<file path="src/common/bpu_pkg.sv">
package bpu_pkg;

    // widths with a meaning of their own
    typedef logic [31:0] xlen_t;
    typedef logic [15:0] ghist_t;
    typedef logic [7:0]  btb_idx_t;
    typedef logic [13:0] btb_tag_t;
    typedef logic [8:0]  pht_idx_t;
    typedef logic [1:0]  ctr_t;
    typedef logic [5:0]  ras_ptr_t;

    // table sizes
    localparam int RAS_DEPTH   = 32;
    localparam int BTB_ENTRIES = 256;
    localparam int PHT_ENTRIES = 512;

    // weakly not-taken
    localparam ctr_t CTR_INIT = 2'd1;

    // rv32 opcodes
    localparam logic [6:0] OPC_JAL    = 7'b1101111;
    localparam logic [6:0] OPC_JALR   = 7'b1100111;
    localparam logic [6:0] OPC_BRANCH = 7'b1100011;

    localparam logic [4:0] REG_RA = 5'd1;

    localparam xlen_t INST_STEP = 32'd4;

    // jal also counts as a call
    typedef enum logic [2:0] {
        BR_NONE,
        BR_BRANCH,
        BR_JAL,
        BR_JALR,
        BR_CALL_JALR,
        BR_RET
    } br_kind_t;

    typedef struct packed {
        xlen_t pc;
        xlen_t inst;
    } if_req_t;

    // pdt_true set when the earlier prediction was right
    typedef struct packed {
        logic   valid;
        logic   taken;
        logic   pdt_true;
        xlen_t  pc;
        ghist_t history;
        xlen_t  target;
        xlen_t  inst;
    } ex_res_t;

    typedef struct packed {
        logic  is_branch;
        logic  taken;
        xlen_t target;
    } pred_t;

endpackage

</file>
<file path="src/pht/bpu_pht.sv">
`timescale 1ns/10ps

module bpu_pht (
    input  logic              clk,
    input  logic              rst,
    input  bpu_pkg::pht_idx_t rd_idx_i,
    output bpu_pkg::ctr_t     ctr_o,
    input  logic              upd_i,
    input  bpu_pkg::pht_idx_t upd_idx_i,
    input  logic              upd_taken_i
);
    import bpu_pkg::*;

    ctr_t tbl [PHT_ENTRIES];
    ctr_t cur;
    ctr_t nxt;

    assign cur = tbl[upd_idx_i];

    // saturating step toward the outcome
    always_comb begin
        nxt = cur;
        if (upd_taken_i && cur != 2'd3)
            nxt = cur + 2'd1;
        else if (!upd_taken_i && cur != 2'd0)
            nxt = cur - 2'd1;
    end

    always_ff @(posedge clk) begin
        if (rst) begin
            for (int i = 0; i < PHT_ENTRIES; i++) begin
                tbl[i] <= CTR_INIT;
            end
        end else if (upd_i) begin
            tbl[upd_idx_i] <= nxt;
        end
    end

    assign ctr_o = tbl[rd_idx_i];

endmodule

</file>
<file path="config.mk">
export PLATFORM = sky130hd
export DESIGN_NAME = bpu_pht
export DESIGN_NICKNAME = d
export VERILOG_FILES = /design/src/common/bpu_pkg.sv /design/src/pht/bpu_pht.sv
export SDC_FILE = /design/constraint.sdc
export NUM_CORES = 2
export LEC_CHECK = 0
export BUFFER_PORTS_ARGS = -buffer_cell sky130_fd_sc_hd__buf_2
export CORE_MARGIN = 8
export CORE_UTILIZATION = 39
export DETAILED_ROUTE_END_ITERATION = 7
export PLACE_DENSITY = 0.53
export SETUP_SLACK_MARGIN = 0.2
export SLEW_MARGIN = 5
export SYNTH_ARGS = -nofsm -noshare
export SYNTH_HDL_FRONTEND = slang
export SYNTH_SLANG_ARGS = --single-unit
</file>
<file path="constraint.sdc">
create_clock -name clk -period 4 [get_ports clk]
set_input_delay 0 -clock clk [delete_from_list [all_inputs] [get_ports clk]]
set_output_delay 0 -clock clk [all_outputs]
set_load 0.05 [all_outputs]
</file>
=== Word-level counts from Yosys, hierarchy flattened ===
Memories as Yosys holds them, arrays and structs flattened.
Cells that the tools add are included.

* Register bits: 0
* RAM bits: 1,024
* Bits of input ports: 22
* Output and inout bits: 2
* Word-level logic and storage cells: 19
* Memories: 1

* Add/sub/neg operators: 2
* Equality and inequality tests: 1
* Muxes and demuxes: 10
* Reduce and logical (&&, ||, !) cells: 5

{| class="wikitable"
|+ Memory list
! name !! words !! bits a word !! read ports !! clocked after Yosys merged registers in !! wr ports !! line !! RTL
|-
| tbl || 512 || 2 || 2 || 0 || 512 || bpu_pht.sv:14 || <nowiki>ctr_t tbl [PHT_ENTRIES];</nowiki>
|}

{| class="wikitable"
|+ Operators with widths
! cell !! number
|-
| 2-to-1 mux 9 bit || 1
|-
| 2-to-1 mux 1 bit || 6
|-
| 2-to-1 mux 2 bit || 3
|-
| adder 2 x 1 -> 2 bit, second input constant || 1
|-
| logical AND 1 bit || 2
|-
| inequality test 2 bit, second input constant || 1
|-
| nonzero test 2 bit || 1
|-
| OR reduction 2 bit || 1
|-
| subtractor 2 x 1 -> 2 bit, second input constant || 1
|-
| zero test 1 bit || 1
|}

=== Depth between registers and ports, before layout ===
An unclocked memory read counts as a cell.

* Depth after elaboration: 6
* Gate-level depth with buffers: 22
* Depth with buffers taken out: 15

=== Worst setup path before layout ===
Ideal clock, no wire load.

* Kind: input -> register
* Start point: in upd_idx_i[1]
* End point: mem tbl[486][1] in the netlist's numbering, data pin
* Library setup time: 0.270 ns
* Arrival: 3.567 ns
* Required time: 3.730 ns
* Path slack: 0.163 ns
* Stages: 17
* Buffers on the path: 6
* Cells stage by stage: buf_2 -> buf_2 -> buf_2 -> buf_2 -> mux4_2 -> mux4_2 -> and2_1 -> nor2_1 -> nand3_1 -> nor4bb_1 -> and3_1 -> ha_1 -> o21a_1 -> a22oi_4 -> buf_6 -> buf_6 -> nor3_1

{| class="wikitable"
|+ RTL lines
! what !! line !! RTL
|-
| start: declaration || bpu_pht.sv:9 || <nowiki>input bpu_pkg::pht_idx_t upd_idx_i,</nowiki>
|-
| end: declaration || bpu_pht.sv:14 ||
|}

==> key figures <==
Final layout
  • Share of layout cells above drive strength 1: 29.21%
  • Largest register FFs: 1024
  • Layout area overhead: 17.51%
  • Nets@finish: 4557
  • Final Cell Area: 0.06969 sq mm
  • Top flop regs: tbl: 1024 flops
  • Largest reg by FF count: tbl
  • Layout filler cell count: 13490
  • Non-filler instance count after layout: 6665

Synthesis
  • Synth unique cells: 60
  • Top-count cell post-synth: edfxtp_1
  • Number of flops mapped to enable cells by yosys: 1024
  • Top cells by area, synth: edfxtp_1 52%, mux4_2 18%, a21o_1 6.5%
  • Yosys top cell area share: roughly half
  • Ys async rst share: 0%
  • Commonest cells in the netlist: 1024 x edfxtp_1, 555 x nand3_1, 534 x nor3_1, 512 x a21o_1, 484 x mux4_2
  • Syn Nets: 4513
  • Synthesized area per cell: 13.21 sq um
  • Synth Register Bits: ~1000
  • Mapped Cells: 4489
  • Number of synthesis warnings: 0
  • Synthesized area: 0.05931 sq mm
  • Top cell type by total area after synthesis: edfxtp_1
  • Seq/Total Area, Yosys: 51.85%
  • Primary FF master, synth: edfxtp_1

Placement
  • HPWL Detailed: 161.6 mm
  • Post-Place Cell Area: 0.06423 sq mm
  • IO buf count: 23
  • Pre-CTS WS: -442.4 ps
  • GP Congestion: 0.9837
  • Placed Instances: 6392

Clock tree
  • Clk_lat worst skew: 800 ps
  • Root Driver: clkbuf_16
  • CTS buffer count: around 120
  • Clock tree sinks: roughly 1000
  • CTS tree: done
  • Clock Pin Slew Worst Setup and Hold Paths: 60 ps
  • Htree depth: 3
  • CTS Buffer Depth: 3

Critical path
  • Critical Path Source: tbl[155][1]
  • CP max-delay cell: mux4_2
  • Critical Path AT: 4590 ps
  • Startpoint type of the worst setup path: flop
  • Setup CP Type: reg -> reg
  • CP dominant cell by count: mux4_2
  • Crit-path cells: mux4_2 > mux4_2 > and2_4 > nor2_2 > nand3_1 > nor4bb_2 > and3_1 > ha_4 > inv_2 > nor2_1 > nand4_1 > a22oi_4 > buf_12 > buf_8 > buf_16 > clkbuf_16 > nor3_2
  • FF-to-FF Start: tbl[155][1]
  • Critical Path RT: 4480 ps
  • Crit path max fanout: 7
  • Cell family with most CP delay: simple AND/OR/NAND/NOR gates
  • Crit. End Element: flop
  • Worst path max stage delay: around 520 ps
  • Buf/Inv on CP: 5

Pwr
  • P_int: 20.70 mW
  • Comb pwr share: a little over a fifth
  • VDD IR-drop max: 437.7 uV
  • Sw Pwr: 8.542 mW
  • Reg power frac: between 40% and 50%
  • PD cells: 419.5 mW/mm^2
  • Pleak: around 24 nW
  • Clock group share of total power: 36.6%
  • Sw Share: 29.21%
  • Total power: 29.24 mW

STA
  • Hold Fails Final Rpt: 0
  • Final min period: 4113 ps
  • RSZ-0062 raised after global routing: true
  • Worst Clk Skew: between 40 and 50 ps
  • Tcrit/Tclk final: 102.8%
  • Count of pins over their slew limit: 0
  • Final setup fails: 814
  • Worst slew margin: 30.15%
  • Hold slack: ~160 ps
  • Worst slew pin tran: between 1000 and 1500 ps
  • FMAX: 243.2 MHz
  • PnR worst setup slack: -112.7 ps

Routing
  • Drt total wl: 248.2 mm
  • DRT iter0 DRCs: roughly 6900
  • Remaining DRCs: 0
  • Mean routed wirelength per cell: about 37 microns
  • Via-per-instance ratio: 6.890
  • Pre-antenna DRT Iters: 5
  • Remaining antenna violation count: 0
  • Vias: 45920

Worst hold path
  • Min-Delay Startpoint: upd_idx_i[5]
  • Hold/Removal Path Class: in -> reg

Global route
  • Global-route usage over all layers: 29.09%
  • Pin count of the biggest net entering global routing: 142
  • Most Crowded Layer GR: met2
  • Initial antenna violation count: 9
  • Vias in the first global route: 44190
  • GR Layer Usage met3: 7.745%
  • GRT overflow: 0
  • Met1 global-route usage: between 30% and 40%
  • Met2 Usage GRT: 44.13%
  • Global-route wire length before repair: 343.6 mm

Floorplanning
  • Core area: 0.1515 sq mm
  • Die Span X: approximately 400 microns
  • Rows: 143
  • Initial Utilization: 39.13%
  • I/O Pins: 24
  • Die Y: 406.0 microns
  • DIE AREA: 0.1648 sq mm

Job
  • Max cap viols: 0

Outcome
  • Status: finished with violations
  • Failing checks: negative setup slack
[path summary, 6_finish.rpt]
check        depth (start not counted)  slack [ps]          end
max reg2reg                         17        -110  tbl[121][1]
min reg2reg                         11        1780  tbl[487][0]
max                                 17        -110  tbl[121][1]
min                                  5         160  tbl[332][0]
[power groups by stage]
stage	clock network [mW]	logic, mW	registers [mW]
2_1_floorplan	0	3.07	12.4
3_3_place_gp	0	4.93	12.5
3_5_place_dp	0	4.94	12.5
4_1_cts	10.8	5.64	12.2
5_1_grt	11.2	6.40	12.3
6_report	10.7	6.29	12.3
[area by class of cell]
type / instances / area [sq um] / area share, %
diodes: 6 / 15.01 / 0.02154
clock buffers: 156 / 3095 / 4.442
clock inverters: 59 / 611.8 / 0.8779
inverters: 4 / 17.52 / 0.02513
multi-input cells: 2809 / 26200 / 37.59
flip-flops and latches: 1024 / 30750 / 44.12
well taps: 2030 / 2540 / 3.644
repair buffers: 577 / 6469 / 9.282
[kinds of logic after synthesis]
family | share of synthesized area, %
and+or+nand+nor | 11.35
xor gates and xnor gates | 0.02743
adders and majority gates | 0.04219
AOI/OAI and AO/OA | 9.283
DFF | 51.85
muxes | 22.22
buffers and inverters | 5.230
[per-stage QoR]
stage | TNS (ps) | util, %
CTS | -3802 | 45.44
global placement | -394610 | 42.39
global route | -126860 | 45.98
floorplan | 0 | -
finish | -32400 | 45.99
detailed placement | -339000 | 42.39
[placed cells by master, fill, tap and decap left out, types with 29 or more instances in the layout]
master     synthesis  routed
buf_12             4      95
buf_4             10     406
o22ai_1           33      30
clkbuf_16          0     130
edfxtp_1        1024    1024
a21oi_1           33      31
nor3_2             0      40
a22oi_1           91      91
nand2_1          110      94
mux2i_1          222     222
mux4_2           484     484
nor3_1           534     481
clkbuf_1         426      38
a21o_1           512     512
clkinv_1           0      29
nand3_1          555     553
[repair_timing]
| action | in CTS | in global routing |
|---|---|---|
| hold buffers | 1 | 0 |
| cloned | 17 | 13 |
| endpoints found under the setup margin | 1026 | 1026 |
| endpoints found under the hold margin | 130 | 0 |
| gates resized for setup | 68 | 77 |
| pin swaps | 12 | 6 |
| setup buffers | 11 | 10 |
[per-layer routing]
layer	wire, microns	part of all wire [%]
met1	94570	38
met2	110700	45
met3	30330	12
met4	12580	5.1
met5	93	0.037
[tightest hold or removal path, cell delays in order]
cell and delay (ps):
buf_2 210, buf_4 160, nor3_2 70, buf_4 250
nand3_1 110
Power figures use the tool's default switching activity.
