<file path="src/common/bpu_pkg.sv">
package bpu_pkg;

    // widths with a meaning of their own
    typedef logic [31:0] xlen_t;
    typedef logic [15:0] ghist_t;
    typedef logic [7:0]  btb_idx_t;
    typedef logic [13:0] btb_tag_t;
    typedef logic [8:0]  pht_idx_t;
    typedef logic [1:0]  ctr_t;
    typedef logic [5:0]  ras_ptr_t;

    // table sizes
    localparam int RAS_DEPTH   = 32;
    localparam int BTB_ENTRIES = 256;
    localparam int PHT_ENTRIES = 512;

    // weakly not-taken
    localparam ctr_t CTR_INIT = 2'd1;

    // rv32 opcodes
    localparam logic [6:0] OPC_JAL    = 7'b1101111;
    localparam logic [6:0] OPC_JALR   = 7'b1100111;
    localparam logic [6:0] OPC_BRANCH = 7'b1100011;

    localparam logic [4:0] REG_RA = 5'd1;

    localparam xlen_t INST_STEP = 32'd4;

    // jal also counts as a call
    typedef enum logic [2:0] {
        BR_NONE,
        BR_BRANCH,
        BR_JAL,
        BR_JALR,
        BR_CALL_JALR,
        BR_RET
    } br_kind_t;

    typedef struct packed {
        xlen_t pc;
        xlen_t inst;
    } if_req_t;

    // pdt_true set when the earlier prediction was right
    typedef struct packed {
        logic   valid;
        logic   taken;
        logic   pdt_true;
        xlen_t  pc;
        ghist_t history;
        xlen_t  target;
        xlen_t  inst;
    } ex_res_t;

    typedef struct packed {
        logic  is_branch;
        logic  taken;
        xlen_t target;
    } pred_t;

endpackage

</file>
<file path="src/rtl/bpu_ctrl.sv">
`timescale 1ns/10ps

module bpu_ctrl (
    input  logic              clk,
    input  logic              rst,
    input  bpu_pkg::if_req_t  if_i,
    input  bpu_pkg::ex_res_t  ex_i,
    input  logic              if_stall_i,
    input  logic              flush_i,
    input  logic              btb_hit_i,
    input  bpu_pkg::xlen_t    btb_target_i,
    input  bpu_pkg::ctr_t     pht_ctr_i,
    input  bpu_pkg::xlen_t    ras_top_i,
    input  logic              ras_empty_i,
    output bpu_pkg::btb_idx_t btb_rd_idx_o,
    output bpu_pkg::btb_tag_t btb_rd_tag_o,
    output logic              btb_wr_o,
    output bpu_pkg::btb_idx_t btb_wr_idx_o,
    output bpu_pkg::btb_tag_t btb_wr_tag_o,
    output bpu_pkg::xlen_t    btb_wr_target_o,
    output bpu_pkg::pht_idx_t pht_rd_idx_o,
    output logic              pht_upd_o,
    output bpu_pkg::pht_idx_t pht_upd_idx_o,
    output logic              pht_upd_taken_o,
    output logic              ras_push_o,
    output bpu_pkg::xlen_t    ras_push_data_o,
    output logic              ras_pop_o,
    output bpu_pkg::pred_t    pred_o,
    output bpu_pkg::ghist_t   history_o
);
    import bpu_pkg::*;

    // ret is jalr x0, 0(ra); a jalr writing a register is a call
    function automatic br_kind_t classify(xlen_t inst);
        br_kind_t kind;
        kind = BR_NONE;
        case (inst[6:0])
            OPC_BRANCH: kind = BR_BRANCH;
            OPC_JAL:    kind = BR_JAL;
            OPC_JALR: begin
                if (inst[11:7] == '0 && inst[19:15] == REG_RA)
                    kind = BR_RET;
                else if (inst[11:7] != '0)
                    kind = BR_CALL_JALR;
                else
                    kind = BR_JALR;
            end
            default:    kind = BR_NONE;
        endcase
        return kind;
    endfunction

    br_kind_t if_kind;
    br_kind_t ex_kind;
    xlen_t    br_off;
    xlen_t    jal_off;
    xlen_t    pc_next;
    logic     accept;
    ghist_t   ghist;

    assign if_kind = classify(if_i.inst);
    assign ex_kind = classify(ex_i.inst);

    // b-type and j-type immediates
    assign br_off  = {{20{if_i.inst[31]}}, if_i.inst[7], if_i.inst[30:25],
                      if_i.inst[11:8], 1'b0};
    assign jal_off = {{12{if_i.inst[31]}}, if_i.inst[19:12], if_i.inst[20],
                      if_i.inst[30:21], 1'b0};
    assign pc_next = if_i.pc + INST_STEP;

    assign btb_rd_idx_o = if_i.pc[9:2];
    assign btb_rd_tag_o = if_i.pc[31:18];
    assign pht_rd_idx_o = if_i.pc[9:1];

    always_comb begin
        pred_o.is_branch = 1'b0;
        pred_o.taken     = 1'b0;
        pred_o.target    = pc_next;
        if (!flush_i && !if_stall_i && if_kind != BR_NONE) begin
            pred_o.is_branch = 1'b1;
            case (if_kind)
                BR_RET: begin
                    if (!ras_empty_i) begin
                        pred_o.taken  = 1'b1;
                        pred_o.target = ras_top_i;
                    end else if (btb_hit_i) begin
                        pred_o.taken  = 1'b1;
                        pred_o.target = btb_target_i;
                    end
                end
                BR_JALR, BR_CALL_JALR: begin
                    if (btb_hit_i) begin
                        pred_o.taken  = 1'b1;
                        pred_o.target = btb_target_i;
                    end
                end
                BR_JAL: begin
                    pred_o.taken  = 1'b1;
                    pred_o.target = if_i.pc + jal_off;
                end
                default: begin
                    // conditional branch, counter msb gives direction
                    if (pht_ctr_i[1]) begin
                        pred_o.taken  = 1'b1;
                        pred_o.target = btb_hit_i ? btb_target_i : if_i.pc + br_off;
                    end
                end
            endcase
        end
    end

    assign accept = ex_i.valid && !flush_i && !if_stall_i;

    always_ff @(posedge clk) begin
        if (rst) begin
            ghist <= '0;
        end else if (flush_i) begin
            ghist <= ex_i.history;
        end else if (accept) begin
            ghist <= {ghist[$bits(ghist_t)-2:0], ex_i.taken};
        end
    end

    assign history_o = ghist;

    // table updates from the resolved result
    assign btb_wr_o        = accept && ex_i.taken && ex_kind != BR_NONE;
    assign btb_wr_idx_o    = ex_i.pc[9:2];
    assign btb_wr_tag_o    = ex_i.pc[31:18];
    assign btb_wr_target_o = ex_i.target;

    assign pht_upd_o       = accept && ex_kind == BR_BRANCH && !ex_i.pdt_true;
    assign pht_upd_idx_o   = ex_i.pc[9:1];
    assign pht_upd_taken_o = ex_i.taken;

    assign ras_push_o      = accept && (ex_kind == BR_JAL || ex_kind == BR_CALL_JALR);
    assign ras_push_data_o = ex_i.pc + INST_STEP;
    assign ras_pop_o       = accept && ex_kind == BR_RET;

endmodule

</file>
<file path="config.mk">
export PLATFORM = sky130hd
export DESIGN_NAME = bpu_ctrl
export DESIGN_NICKNAME = d
export VERILOG_FILES = /design/src/common/bpu_pkg.sv /design/src/rtl/bpu_ctrl.sv
export SDC_FILE = /design/constraint.sdc
export NUM_CORES = 1
export LEC_CHECK = 0
export BUFFER_PORTS_ARGS = -buffer_cell sky130_fd_sc_hd__clkbuf_2
export CORE_AREA = 8 8 162 164
export DETAILED_ROUTE_END_ITERATION = 12
export DIE_AREA = 0 0 170 172
export PLACE_DENSITY_LB_ADDON = 0.25
export SETUP_SLACK_MARGIN = 0.05
export SLEW_MARGIN = 20
export SYNTH_ARGS = -nofsm -noshare
export SYNTH_HDL_FRONTEND = slang
export SYNTH_SLANG_ARGS = --single-unit
</file>
<file path="constraint.sdc">
create_clock -name clk -period 5.7 [get_ports clk]
set_input_delay 0.57 -clock clk [delete_from_list [all_inputs] [get_ports clk]]
set_output_delay 0.57 -clock clk [all_outputs]
set_load 0.05 [all_outputs]
</file>
# --- Yosys cells after proc, flatten, opt, wreduce, memory -nomap -nowiden ---
# Index checks and enable logic that the tools add are counted.
word_totals:
  in_bits: 251
  elab_cells: 59
  out_inout_bits: 181
  ff_bits: 16
op_classes:
  muxes: 14
  reduce_logical: 24
  n_eq_ne: 16
  n_addsub: 4
op_table:
  columns: ["cell", "count"]
  rows:
  - ["$mux W33", 3]
  - ["$pmux W33 S3", 1]
  - ["$add A32 B3 Y32 const B", 2]
  - ["$add A32 B32 Y32", 2]
  - ["$eq A7 B7 Y1 const B", 6]
  - ["$mux W34", 1]
  - ["$mux W16", 2]
  - ["$mux W32", 1]
  - ["$pmux W3 S3", 2]
  - ["$eq A3 B3 Y1 const B", 4]
  - ["$logic_and A1 B1 Y1", 12]
  - ["$mux W3", 4]
  - ["$eq A5 B1 Y1 const B", 2]
  - ["$logic_not A5 Y1", 2]
  - ["$reduce_bool A5 Y1", 2]
  - ["$eq A3 B2 Y1 const B", 3]
  - ["$reduce_bool A3 Y1", 2]
  - ["$eq A3 B1 Y1 const B", 1]
  - ["$logic_not A1 Y1", 3]
  - ["$reduce_bool A2 Y1", 1]
  - ["$reduce_or A2 Y1", 1]
  - ["$logic_or A1 B1 Y1", 1]

# --- Logic depth before layout (Yosys ltp) ---
# Gate-level depths: netlist of the first run.
logic_depth:
  ltp_word: 8
  mapped_depth: 12
  ltp_nobuf: 12

# --- Worst setup path before layout of the first run ---
# OpenSTA, ideal clock, no wires.
synth_timing:
  kind: "input-to-output"
  from: "input if_i[8] (netlist name)"
  to: "output pred_o[19] (netlist name)"
  slack_ns: 1.434
  required_time_ns: 5.130
  cell_stages: 9
  n_path_buf: 0
  arrival_ns: 3.696
  path_cell_list: "ha_1 fa_1 a21oi_1 o211ai_1 a22oi_1 a21oi_2 xnor2_1 nor2_1 o41ai_1"
synth_lines:
  columns: ["item", "line_no", "source"]
  rows:
  - ["start, declared", "bpu_ctrl.sv:6", "input bpu_pkg::if_req_t if_i,"]
  - ["end, declared", "bpu_ctrl.sv:28", "output bpu_pkg::pred_t pred_o,"]

==> results_dict.tcl, run 1 <==
set metrics [dict create \
    skew_ns 0.00265 \
    clock_sink_count 16 \
    crit_type "input pin to output port" \
    tightest_slew_ns 1.12 \
    fmax_mhz 223 \
    fin_tns_setup_ns 0 \
    via_per_inst 5.55 \
    pwr-share-comb_pct 76.8 \
    gp_congestion 0.975 \
    wl_um 34600 \
    fin_crit_ns 4.48 \
    root_buffer "clkbuf_16" \
    holdWs_ns 0.463 \
    synth.avg_cell_area_um2 6.66 \
    synth_edf_count 0 \
    synth_area_leaders "buf_4 (10%), xnor2_1 (8.2%), ha_1 (7.9%)" \
    cp_data_required_time_ns 5.13 \
    syn-num-nets 1366 \
    stdcell_count 1616 \
    preCtsSetupSlack_ns 1.29 \
    io_buffers 346 \
    via_count 8971 \
    drv_cap 0 \
    regArea_um2 320 \
    hp-start "history_o[15]" \
    syn_to_final_growth_pct 20.4 \
    fin_nets 1591 \
    slew_violations 0 \
    holdPathStages 2 \
    crit_path_max_fanout 9 \
    vdd_drop_max_mv 0.120 \
    start_util_pct 29.9 \
    drc 0 \
    firstDrtPassIters 6 \
    synth_top_area_share_pct 10.4 \
    drt_iter0_markers 663 \
    cts_resized 0 \
    multiInputGateArea_um2 5790 \
    dpl_cell_area_um2 8480 \
    antenna_found_initial 0 \
    chipWidth_um 170 \
    outcome "finished, final reports clean" \
    ys_seq_area_share_pct 4.50 \
    crit_arrival_ns 3.91 \
    worstHoldPathType "flip-flop to flip-flop" \
    p_leak_nw 3.85 \
    fp.dieH_um 172 \
    powerDensity_nw_per_um2 138 \
    ant_nets 0 \
    rr_startpoint "history_o[9]" \
    cts_htree_levels 1 \
    p_switching_uw 661 \
    coreArea_um2 23800 \
    p_seq_share_pct 10.5 \
    drive_above_1_share_pct 31.8 \
    fin_crit_sh_pct 78.5 \
    ys_ff_latch 16 \
    cts_setup_buffers 0 \
    cts_tree "yes" \
    synthArstFlopShare_pct 0 \
    grt_pass1_wl_um 50300 \
    final_cell_area_um2 8570 \
    clock_path_buffers 2 \
    clk_latency_ns 0.24 \
    yosysTopAreaCell "buf_4" \
    postSynthCellCount 1068 \
    ios 432 \
    largest_register_ffs 16 \
    clkTransAtPathRegs_ns 0.05 \
    post-route-util_pct 36.0 \
    reg2reg_to "history_o[10]" \
    insertedDiodeCount 0 \
    internal_power_uw 518 \
    yosys_warnings 0 \
    p_clk_share_pct 12.6 \
    fp.dieArea_um2 29200 \
    cts_hold_buffers 0 \
    slew_headroom_pct 25.1 \
    dpl.hpwl_um 28700 \
    critPathLaunch "if_i[39]" \
    finalSetupViolCount 0 \
    start_kind "input pin" \
    synth_ff_type "dfxtp_1" \
    crit_path_end_kind "output port" \
    synth_most_common_cell "nand2_1" \
    hold_violations 0 \
    dp.cells 1612 \
    wl_per_cell_um 21.4 \
    num_rows 57 \
    grt_max_degree 31 \
    synth_cell_types 89 \
    n_fill_cell 2725 \
    synthTopCellsByCount "nand2_1 (125), a21oi_1 (106), buf_4 (99)" \
    fin_ws_ns 1.22 \
    r2r_slack_ns 4.94 \
    rsz0062_at_grt "false" \
    sw_frac_of_total_pct 56.1 \
    p_total_mw 1.18 \
    gr-total-overflow 0 \
    min_to "history_o[15]" \
    grtUsageTotal_pct 21.7 \
    r2r_cells 2 \
    cts_buffers 3 \
    grt_pass1_vias 8782 \
    syn_area_um2 7120 \
]
[logic make-up after synthesis]
family                   count (synthesis)  synth area share [%]
multiplexers                            10                  1.48
buffers and inverters                  170                  14.3
XOR/XNOR                               100                  12.3
AO/OA/AOI/OAI                          362                  34.3
AND/OR/NAND/NOR                        363                  24.7
flip-flops                              16                  4.50
adder cells (fa/ha/maj)                 47                  8.47
[worst max path at each step]
stage | to | slack (ns) | depth (start not counted)
global route | pred_o[22] | 1.04 | 12
global placement | pred_o[22] | 1.31 | 12
detailed placement | pred_o[31] | 1.29 | 14
floorplan | pred_o[19] | 1.43 | 9
finish | pred_o[22] | 1.22 | 12
CTS | pred_o[31] | 1.28 | 14
[worst max-delay path: stages]
cell and delay [ns]:
clkbuf_2 0.20, ha_1 0.53, a211oi_2 0.14, o21bai_4 0.21
o21ai_1 0.17, or3_4 0.45, a32oi_4 0.37, a21oi_2 0.13
xnor2_1 0.23, a2111oi_0 0.15, a211oi_1 0.38, clkbuf_2 0.36
[power by group through the flow]
stage	Combinational [mW]	Clock (mW)	Sequential, mW
after global routing	0.969	0.155	0.125
after CTS	0.898	0.151	0.124
after global placement	0.894	0	0.126
after floorplan	0.693	0	0.149
final	0.906	0.149	0.124
after detailed placement	0.895	0	0.126
[per-layer routing]
| metal | up-vias | track usage, % | share of wire, % |
|---|---|---|---|
| met3 | 67 | 4.41 | 8.8 |
| met5 | - | 0 | 0 |
| met4 | 0 | 6.03 | 2.7 |
| met2 | 435 | 38.7 | 48 |
| met1 | 4179 | 26.1 | 40 |
| li1 | 4290 | - | - |
[area by class of cell]
cell class | instances | area share (%)
Tap cell | 324 | 4.73
Multi-Input combinational cell | 882 | 67.6
Clock buffer | 4 | 1.04
Timing Repair Buffer | 364 | 21.8
Inverter | 26 | 1.14
Sequential cell | 16 | 3.74
[layout by cell type (no fill, tap or decap), drive strengths merged, types with 6 or more instances in the layout]
cell type  instances
and3              20
o22ai             14
a22oi             22
nor3              13
nand3             34
a21o              11
nor4              11
mux2i              9
a211oi            23
xnor2             67
o41ai              6
or2                7
a221oi            12
nor2              91
xor2              33
buf               18
o31ai              6
o21a               6
dfxtp             16
a21oi            108
o211ai            12
nor2b             10
clkbuf           350
nand4             18
o21ai             76
ha                45
o21bai             8
inv               25
and2              12
nand2            127
a31oi             11
(Power assumes the default switching activity.)
==> inputs of run 2 (changes only) <==
==> constraint.sdc (replaced) <==
create_clock -name clk -period 4.6 [get_ports clk]
set_input_delay 0.46 -clock clk [delete_from_list [all_inputs] [get_ports clk]]
set_output_delay 0.46 -clock clk [all_outputs]
set_load 0.05 [all_outputs]
==> run 2 against run 1 <==
Compared with the run above: non-clock buffer count rose by 16; global-route usage rose by 0.73 points; sequential power rose by 24%; power rose by 27%; register-to-register slack got worse by 1.1 ns; flip-flop and latch count did not move; clock power rose by 26%; critical path depth did not move; critical endpoint is now pred_o[25]; setup slack got worse by 0.77 ns; core utilization rose by 1.3 points; largest cell class unchanged; clock skew fell by 0.00094 ns; first-iteration DRC count rose by 9.5%.
==> results_dict.tcl, run 2 (synthesis gave the netlist of run 1 again) <==
set metrics [dict create \
    fin_ws_ns 0.454 \
    fin_nets 1607 \
    drt_iter0_markers 726 \
    io_buffers 346 \
    grt_pass1_wl_um 51900 \
    cts_hold_buffers 0 \
    clock_path_buffers 2 \
    crit_path_end_kind "output port" \
    hold_violations 0 \
    p_clk_share_pct 12.5 \
    clkTransAtPathRegs_ns 0.05 \
    coreArea_um2 23800 \
    final_cell_area_um2 8860 \
    cts_resized 0 \
    worstHoldPathType "flip-flop to flip-flop" \
    gp_congestion 0.964 \
    final_common_cell "clkbuf_2" \
    p_leak_nw 3.99 \
    wl_per_cell_um 21.5 \
    sw_frac_of_total_pct 55.2 \
    crit_type "input pin to output port" \
    fp.dieH_um 172 \
    cts_tree "yes" \
    pwr-share-comb_pct 77.2 \
    insertedDiodeCount 0 \
    firstDrtPassIters 6 \
    fin_tns_setup_ns 0 \
    wl_um 35100 \
    final_cell_mix "clkbuf_2 (335), nand2_1 (125), a21oi_1 (106), nor2_1 (89), xnor2_1 (67)" \
    fin_crit_ns 4.15 \
    cts_setup_buffers 0 \
    drive_above_1_share_pct 32.6 \
    clock_sink_count 16 \
    root_buffer "clkbuf_16" \
    clk_latency_ns 0.25 \
    p_switching_uw 825 \
    holdPathStages 2 \
    drc 0 \
    drv_cap 0 \
    rr_startpoint "history_o[9]" \
    num_rows 57 \
    crit_arrival_ns 3.69 \
    grtUsageTotal_pct 22.5 \
    ant_nets 0 \
    fmax_mhz 241 \
    cts_htree_levels 1 \
    finalSetupViolCount 0 \
    chipWidth_um 170 \
    outcome "finished, final reports clean" \
    p_seq_share_pct 10.3 \
    ios 432 \
    fp.dieArea_um2 29200 \
    powerDensity_nw_per_um2 168 \
    skew_ns 0.00171 \
    crit_path_max_fanout 15 \
    r2r_cells 2 \
    syn_to_final_growth_pct 24.5 \
    cp_data_required_time_ns 4.14 \
    preCtsSetupSlack_ns 0.419 \
    post-route-util_pct 37.2 \
    antenna_found_initial 0 \
    largest_register_ffs 16 \
    dp.cells 1628 \
    gr-total-overflow 0 \
    hp-start "history_o[15]" \
    critPathLaunch "if_i[31]" \
    slew_headroom_pct 42.3 \
    via_per_inst 5.58 \
    cts_buffers 3 \
    vdd_drop_max_mv 0.103 \
    r2r_slack_ns 3.86 \
    slew_violations 0 \
    start_util_pct 29.9 \
    start_kind "input pin" \
    internal_power_uw 668 \
    rsz0062_at_grt "false" \
    tightest_slew_ns 0.862 \
    stdcell_count 1632 \
    via_count 9104 \
    dpl_cell_area_um2 8770 \
    grt_pass1_vias 9107 \
    grt_max_degree 29 \
    fin_crit_sh_pct 90.1 \
    dpl.hpwl_um 29100 \
]
## run 2: worst max-delay path: stages
cell,delay (ns)
clkbuf_2,0.30
ha_1,0.50
nand2_1,0.13
nor4_1,0.40
a221oi_1,0.15
o31a_1,0.34
o21ai_1,0.37
a21boi_0,0.19
xnor2_1,0.22
o21ai_0,0.11
a21oi_1,0.19
clkbuf_2,0.33
## run 2: power by group through the flow
stage          registers (mW)  clock network (mW)  logic, mW
3_5_place_dp            0.156                   0       1.14
5_1_grt                 0.155               0.198       1.23
3_3_place_gp            0.156                   0       1.14
2_1_floorplan           0.184                   0      0.858
4_1_cts                 0.154               0.191       1.14
6_report                0.154               0.187       1.15
## run 2: area by class of cell
class	instances	area, um2
well taps	324	405
clock buffers	4	88.8
fillers	2664	15000
multi-input cells	882	5790
inverters	26	97.6
repair buffers	380	2160
flip-flops and latches	16	320
## run 2: path summary, 6_finish.rpt
check / endpoint
max: pred_o[25]
min: history_o[15]
max reg2reg: history_o[10]
min reg2reg: history_o[15]
## run 2: metal layers
layer  track usage [%]  vias up  part of all wire, %
li1                  -     4335                    -
met1              27.0     4172                   40
met2              38.6      505                   47
met3              4.47       92                  9.2
met4              9.53        0                  4.5
met5                 0        -                    0
## run 2: metrics by stage
| step | hold slack (ns) | total power, mW |
|---|---|---|
| 2_1_floorplan | 0.644 | 1.04 |
| 3_3_place_gp | 0.444 | 1.29 |
| 3_5_place_dp | 0.448 | 1.29 |
| 4_1_cts | 0.455 | 1.49 |
| 5_1_grt | 0.497 | 1.59 |
| 6_report | 0.458 | 1.49 |
==> inputs of run 3 (changes only) <==
--- a/config.mk
+++ b/config.mk
@@ -5,11 +5,14 @@
 export SDC_FILE = /design/constraint.sdc
 export NUM_CORES = 1
 export LEC_CHECK = 0
+export ABC_AREA = 1
 export BUFFER_PORTS_ARGS = -buffer_cell sky130_fd_sc_hd__clkbuf_2
-export CORE_AREA = 8 8 162 164
+export CORE_AREA = 8 8 163 165
+export CTS_CLUSTER_SIZE = 14
 export DETAILED_ROUTE_END_ITERATION = 12
-export DIE_AREA = 0 0 170 172
+export DIE_AREA = 0 0 171 173
 export PLACE_DENSITY_LB_ADDON = 0.25
+export REMOVE_ABC_BUFFERS = 1
 export SETUP_SLACK_MARGIN = 0.05
 export SLEW_MARGIN = 20
 export SYNTH_ARGS = -nofsm -noshare
==> run 3 against run 2 <==
Compared with the run above: design area grew 21%; power grew 4.3%; clock power grew 2%; first-iteration DRC count grew 56%; cell count grew 49%; maximum frequency grew 13%; largest power group unchanged; highest routed layer is now met5.
==> results_dict.tcl, run 3 <==
set metrics [dict create \
    drive_above_1_share_pct 20.6 \
    fin_crit_sh_pct 79.7 \
    synth_area_leaders "nand2_1 (29%), inv_1 (9.7%), nand3_1 (8.9%)" \
    wl_um 43600 \
    clk_latency_ns 0.25 \
    synth_top_area_share_pct 29.4 \
    worstHoldPathType "input pin to flip-flop" \
    crit_type "input pin to output port" \
    yosysTopAreaCell "nand2_1" \
    firstDrtPassIters 6 \
    antenna_found_initial 0 \
    postSynthCellCount 1875 \
    cts_tree "yes" \
    clkTransAtPathRegs_ns 0.05 \
    finalSetupViolCount 0 \
    fin_crit_ns 3.66 \
    coreArea_um2 24000 \
    start_util_pct 38.9 \
    dpl.hpwl_um 37000 \
    synth_ff_type "dfxtp_1" \
    synth_most_common_cell "nand2_1" \
    slowest_delay_ns 0.60 \
    grt_pass1_wl_um 65500 \
    cp_data_required_time_ns 4.14 \
    synthTopCellsByCount "nand2_1 (729), inv_1 (241), nor2_1 (191)" \
    skew_ns 0.000255 \
    chipWidth_um 171 \
    crit_path_end_kind "output port" \
    ys_seq_area_share_pct 3.44 \
    yosys_warnings 0 \
    slew_headroom_pct 30.8 \
    synth.avg_cell_area_um2 4.97 \
    grt_max_degree 59 \
    drv_cap 0 \
    syn_area_um2 9320 \
    cts_buffers 3 \
    cts_htree_levels 1 \
    grtUsageTotal_pct 27.9 \
    internal_power_uw 620 \
    ys_ff_latch 16 \
    worst_path_most_repeated_cell "nor2_1" \
    via_count 12700 \
    largest_register_ffs 16 \
    crit_path_max_fanout 20 \
    fp.dieArea_um2 29600 \
    regArea_um2 320 \
    root_buffer "clkbuf_16" \
    p_seq_share_pct 9.9 \
    start_kind "input pin" \
    via_per_inst 5.22 \
    n_fill_cell 2793 \
    gp_congestion 1.02 \
    vdd_drop_max_mv 0.113 \
    drc 0 \
    hold_violations 0 \
    io_buffers 346 \
    clock_sink_count 16 \
    p_leak_nw 6.33 \
    multiInputGateArea_um2 7170 \
    grt_pass1_vias 11700 \
    num_rows 57 \
    crit_arrival_ns 3.20 \
    pwr-share-comb_pct 77.9 \
    syn_to_final_growth_pct 15.1 \
    drt_iter0_markers 1130 \
    fp.dieH_um 173 \
    synth_edf_count 0 \
    sw_frac_of_total_pct 60.2 \
    rsz0062_at_grt "false" \
    synth_cell_types 55 \
    post-route-util_pct 44.8 \
    cp_slowest_cell "ha_1" \
    ios 432 \
    cts_setup_buffers 0 \
    fmax_mhz 273 \
    synthArstFlopShare_pct 0 \
    cts_resized 0 \
    gr-total-overflow 0 \
    insertedDiodeCount 0 \
    clock_path_buffers 2 \
    slew_violations 0 \
    wl_per_cell_um 18.0 \
    fin_nets 2399 \
    powerDensity_nw_per_um2 145 \
    p_clk_share_pct 12.3 \
    outcome "finished, final reports clean" \
    p_switching_uw 937 \
    final_common_cell "nand2_1" \
    ant_nets 0 \
    cts_hold_buffers 0 \
    fin_tns_setup_ns 0 \
    path_cells "clkbuf_2, ha_1, nand2_1, nor2_1, nand2_1, nor2_1, nand2_1, nand3_1, nor2_1, nor2_1, nor2_1, a21oi_1, clkbuf_2" \
    final_cell_mix "nand2_1 (729), clkbuf_2 (346), inv_1 (241), nor2_1 (191), nand3_1 (165)" \
    tightest_slew_ns 1.03 \
]
==> run 3: changes by cell type after synthesis, sizes merged, moves of 36 or more <==
| cell | before | now |
|---|---|---|
| o21ai | 76 | 40 |
| nor2 | 91 | 204 |
| inv | 25 | 250 |
| nand2 | 127 | 741 |
| nand3 | 34 | 171 |
| xnor2 | 67 | 13 |
==> run 3: logic make-up (layout without fill, tap and decap cells) <==
group / Yosys count / in the layout / synth area share, %
flip-flops: 16 / 16 / 3.44
AO/OA/AOI/OAI: 193 / 193 / 11.7
XOR/XNOR: 41 / 41 / 3.85
adder cells (fa/ha/maj): 47 / 47 / 6.47
buffers and inverters: 386 / 611 / 19.7
multiplexers: 1 / 1 / 0.107
AND/OR/NAND/NOR: 1191 / 1191 / 54.7
==> run 3: layout make-up <==
| cell class | instances | share of cell area, % |
|---|---|---|
| clock buffer | 4 | 0.828 |
| inverter | 251 | 8.78 |
| multi-input combinational | 1473 | 66.8 |
| sequential | 16 | 2.99 |
| tap | 324 | 3.78 |
| timing repair buffer | 356 | 16.8 |
==> run 3: through the flow <==
| step | setup WS (ns) | instances | power, mW | hold slack (ns) | area (um2) |
|---|---|---|---|---|---|
| floorplan | 0.916 | 1740 | 0.841 | 0.529 | 8430 |
| global placement | 1.02 | 2420 | 1.34 | 0.464 | 10600 |
| detailed placement | 0.984 | 2420 | 1.35 | 0.474 | 10600 |
| CTS | 0.980 | 2424 | 1.55 | 0.469 | 10700 |
| global route | 0.712 | 2424 | 1.67 | 0.481 | 10700 |
| finish | 0.935 | 2424 | 1.56 | 0.471 | 10700 |
==> run 3: critical path: cells and delay by family <==
family	cells	cell delay [ns]
compound gates	1	0.21
fa+ha+maj	1	0.60
buf+inv	2	0.66
simple gates	9	1.27
==> run 3: routing by layer <==
layer	share of wire, %	vias to the layer above	track usage, %
met5	0.10	-	1.04
met4	3.1	2	8.16
met3	9.7	74	4.46
met2	44	656	44.7
met1	43	5655	37.6
li1	-	6275	-
==> run 3: final timing paths <==
| path | cells after the start | end | startpoint | slack [ns] |
|---|---|---|---|---|
| max | 13 | pred_o[26] | if_i[31] | 0.94 |
| min | 3 | history_o[13] | ex_i[77] | 0.47 |
| max reg2reg | 2 | history_o[15] | history_o[14] | 3.87 |
| min reg2reg | 2 | history_o[11] | history_o[11] | 0.48 |
==> run 3: power groups by stage <==
stage | Clock (mW) | Sequential, mW | Combinational [mW]
after floorplan | 0 | 0.184 | 0.656
after global placement | 0 | 0.156 | 1.19
after detailed placement | 0 | 0.156 | 1.20
after CTS | 0.191 | 0.153 | 1.20
after global routing | 0.196 | 0.154 | 1.32
final | 0.191 | 0.154 | 1.21
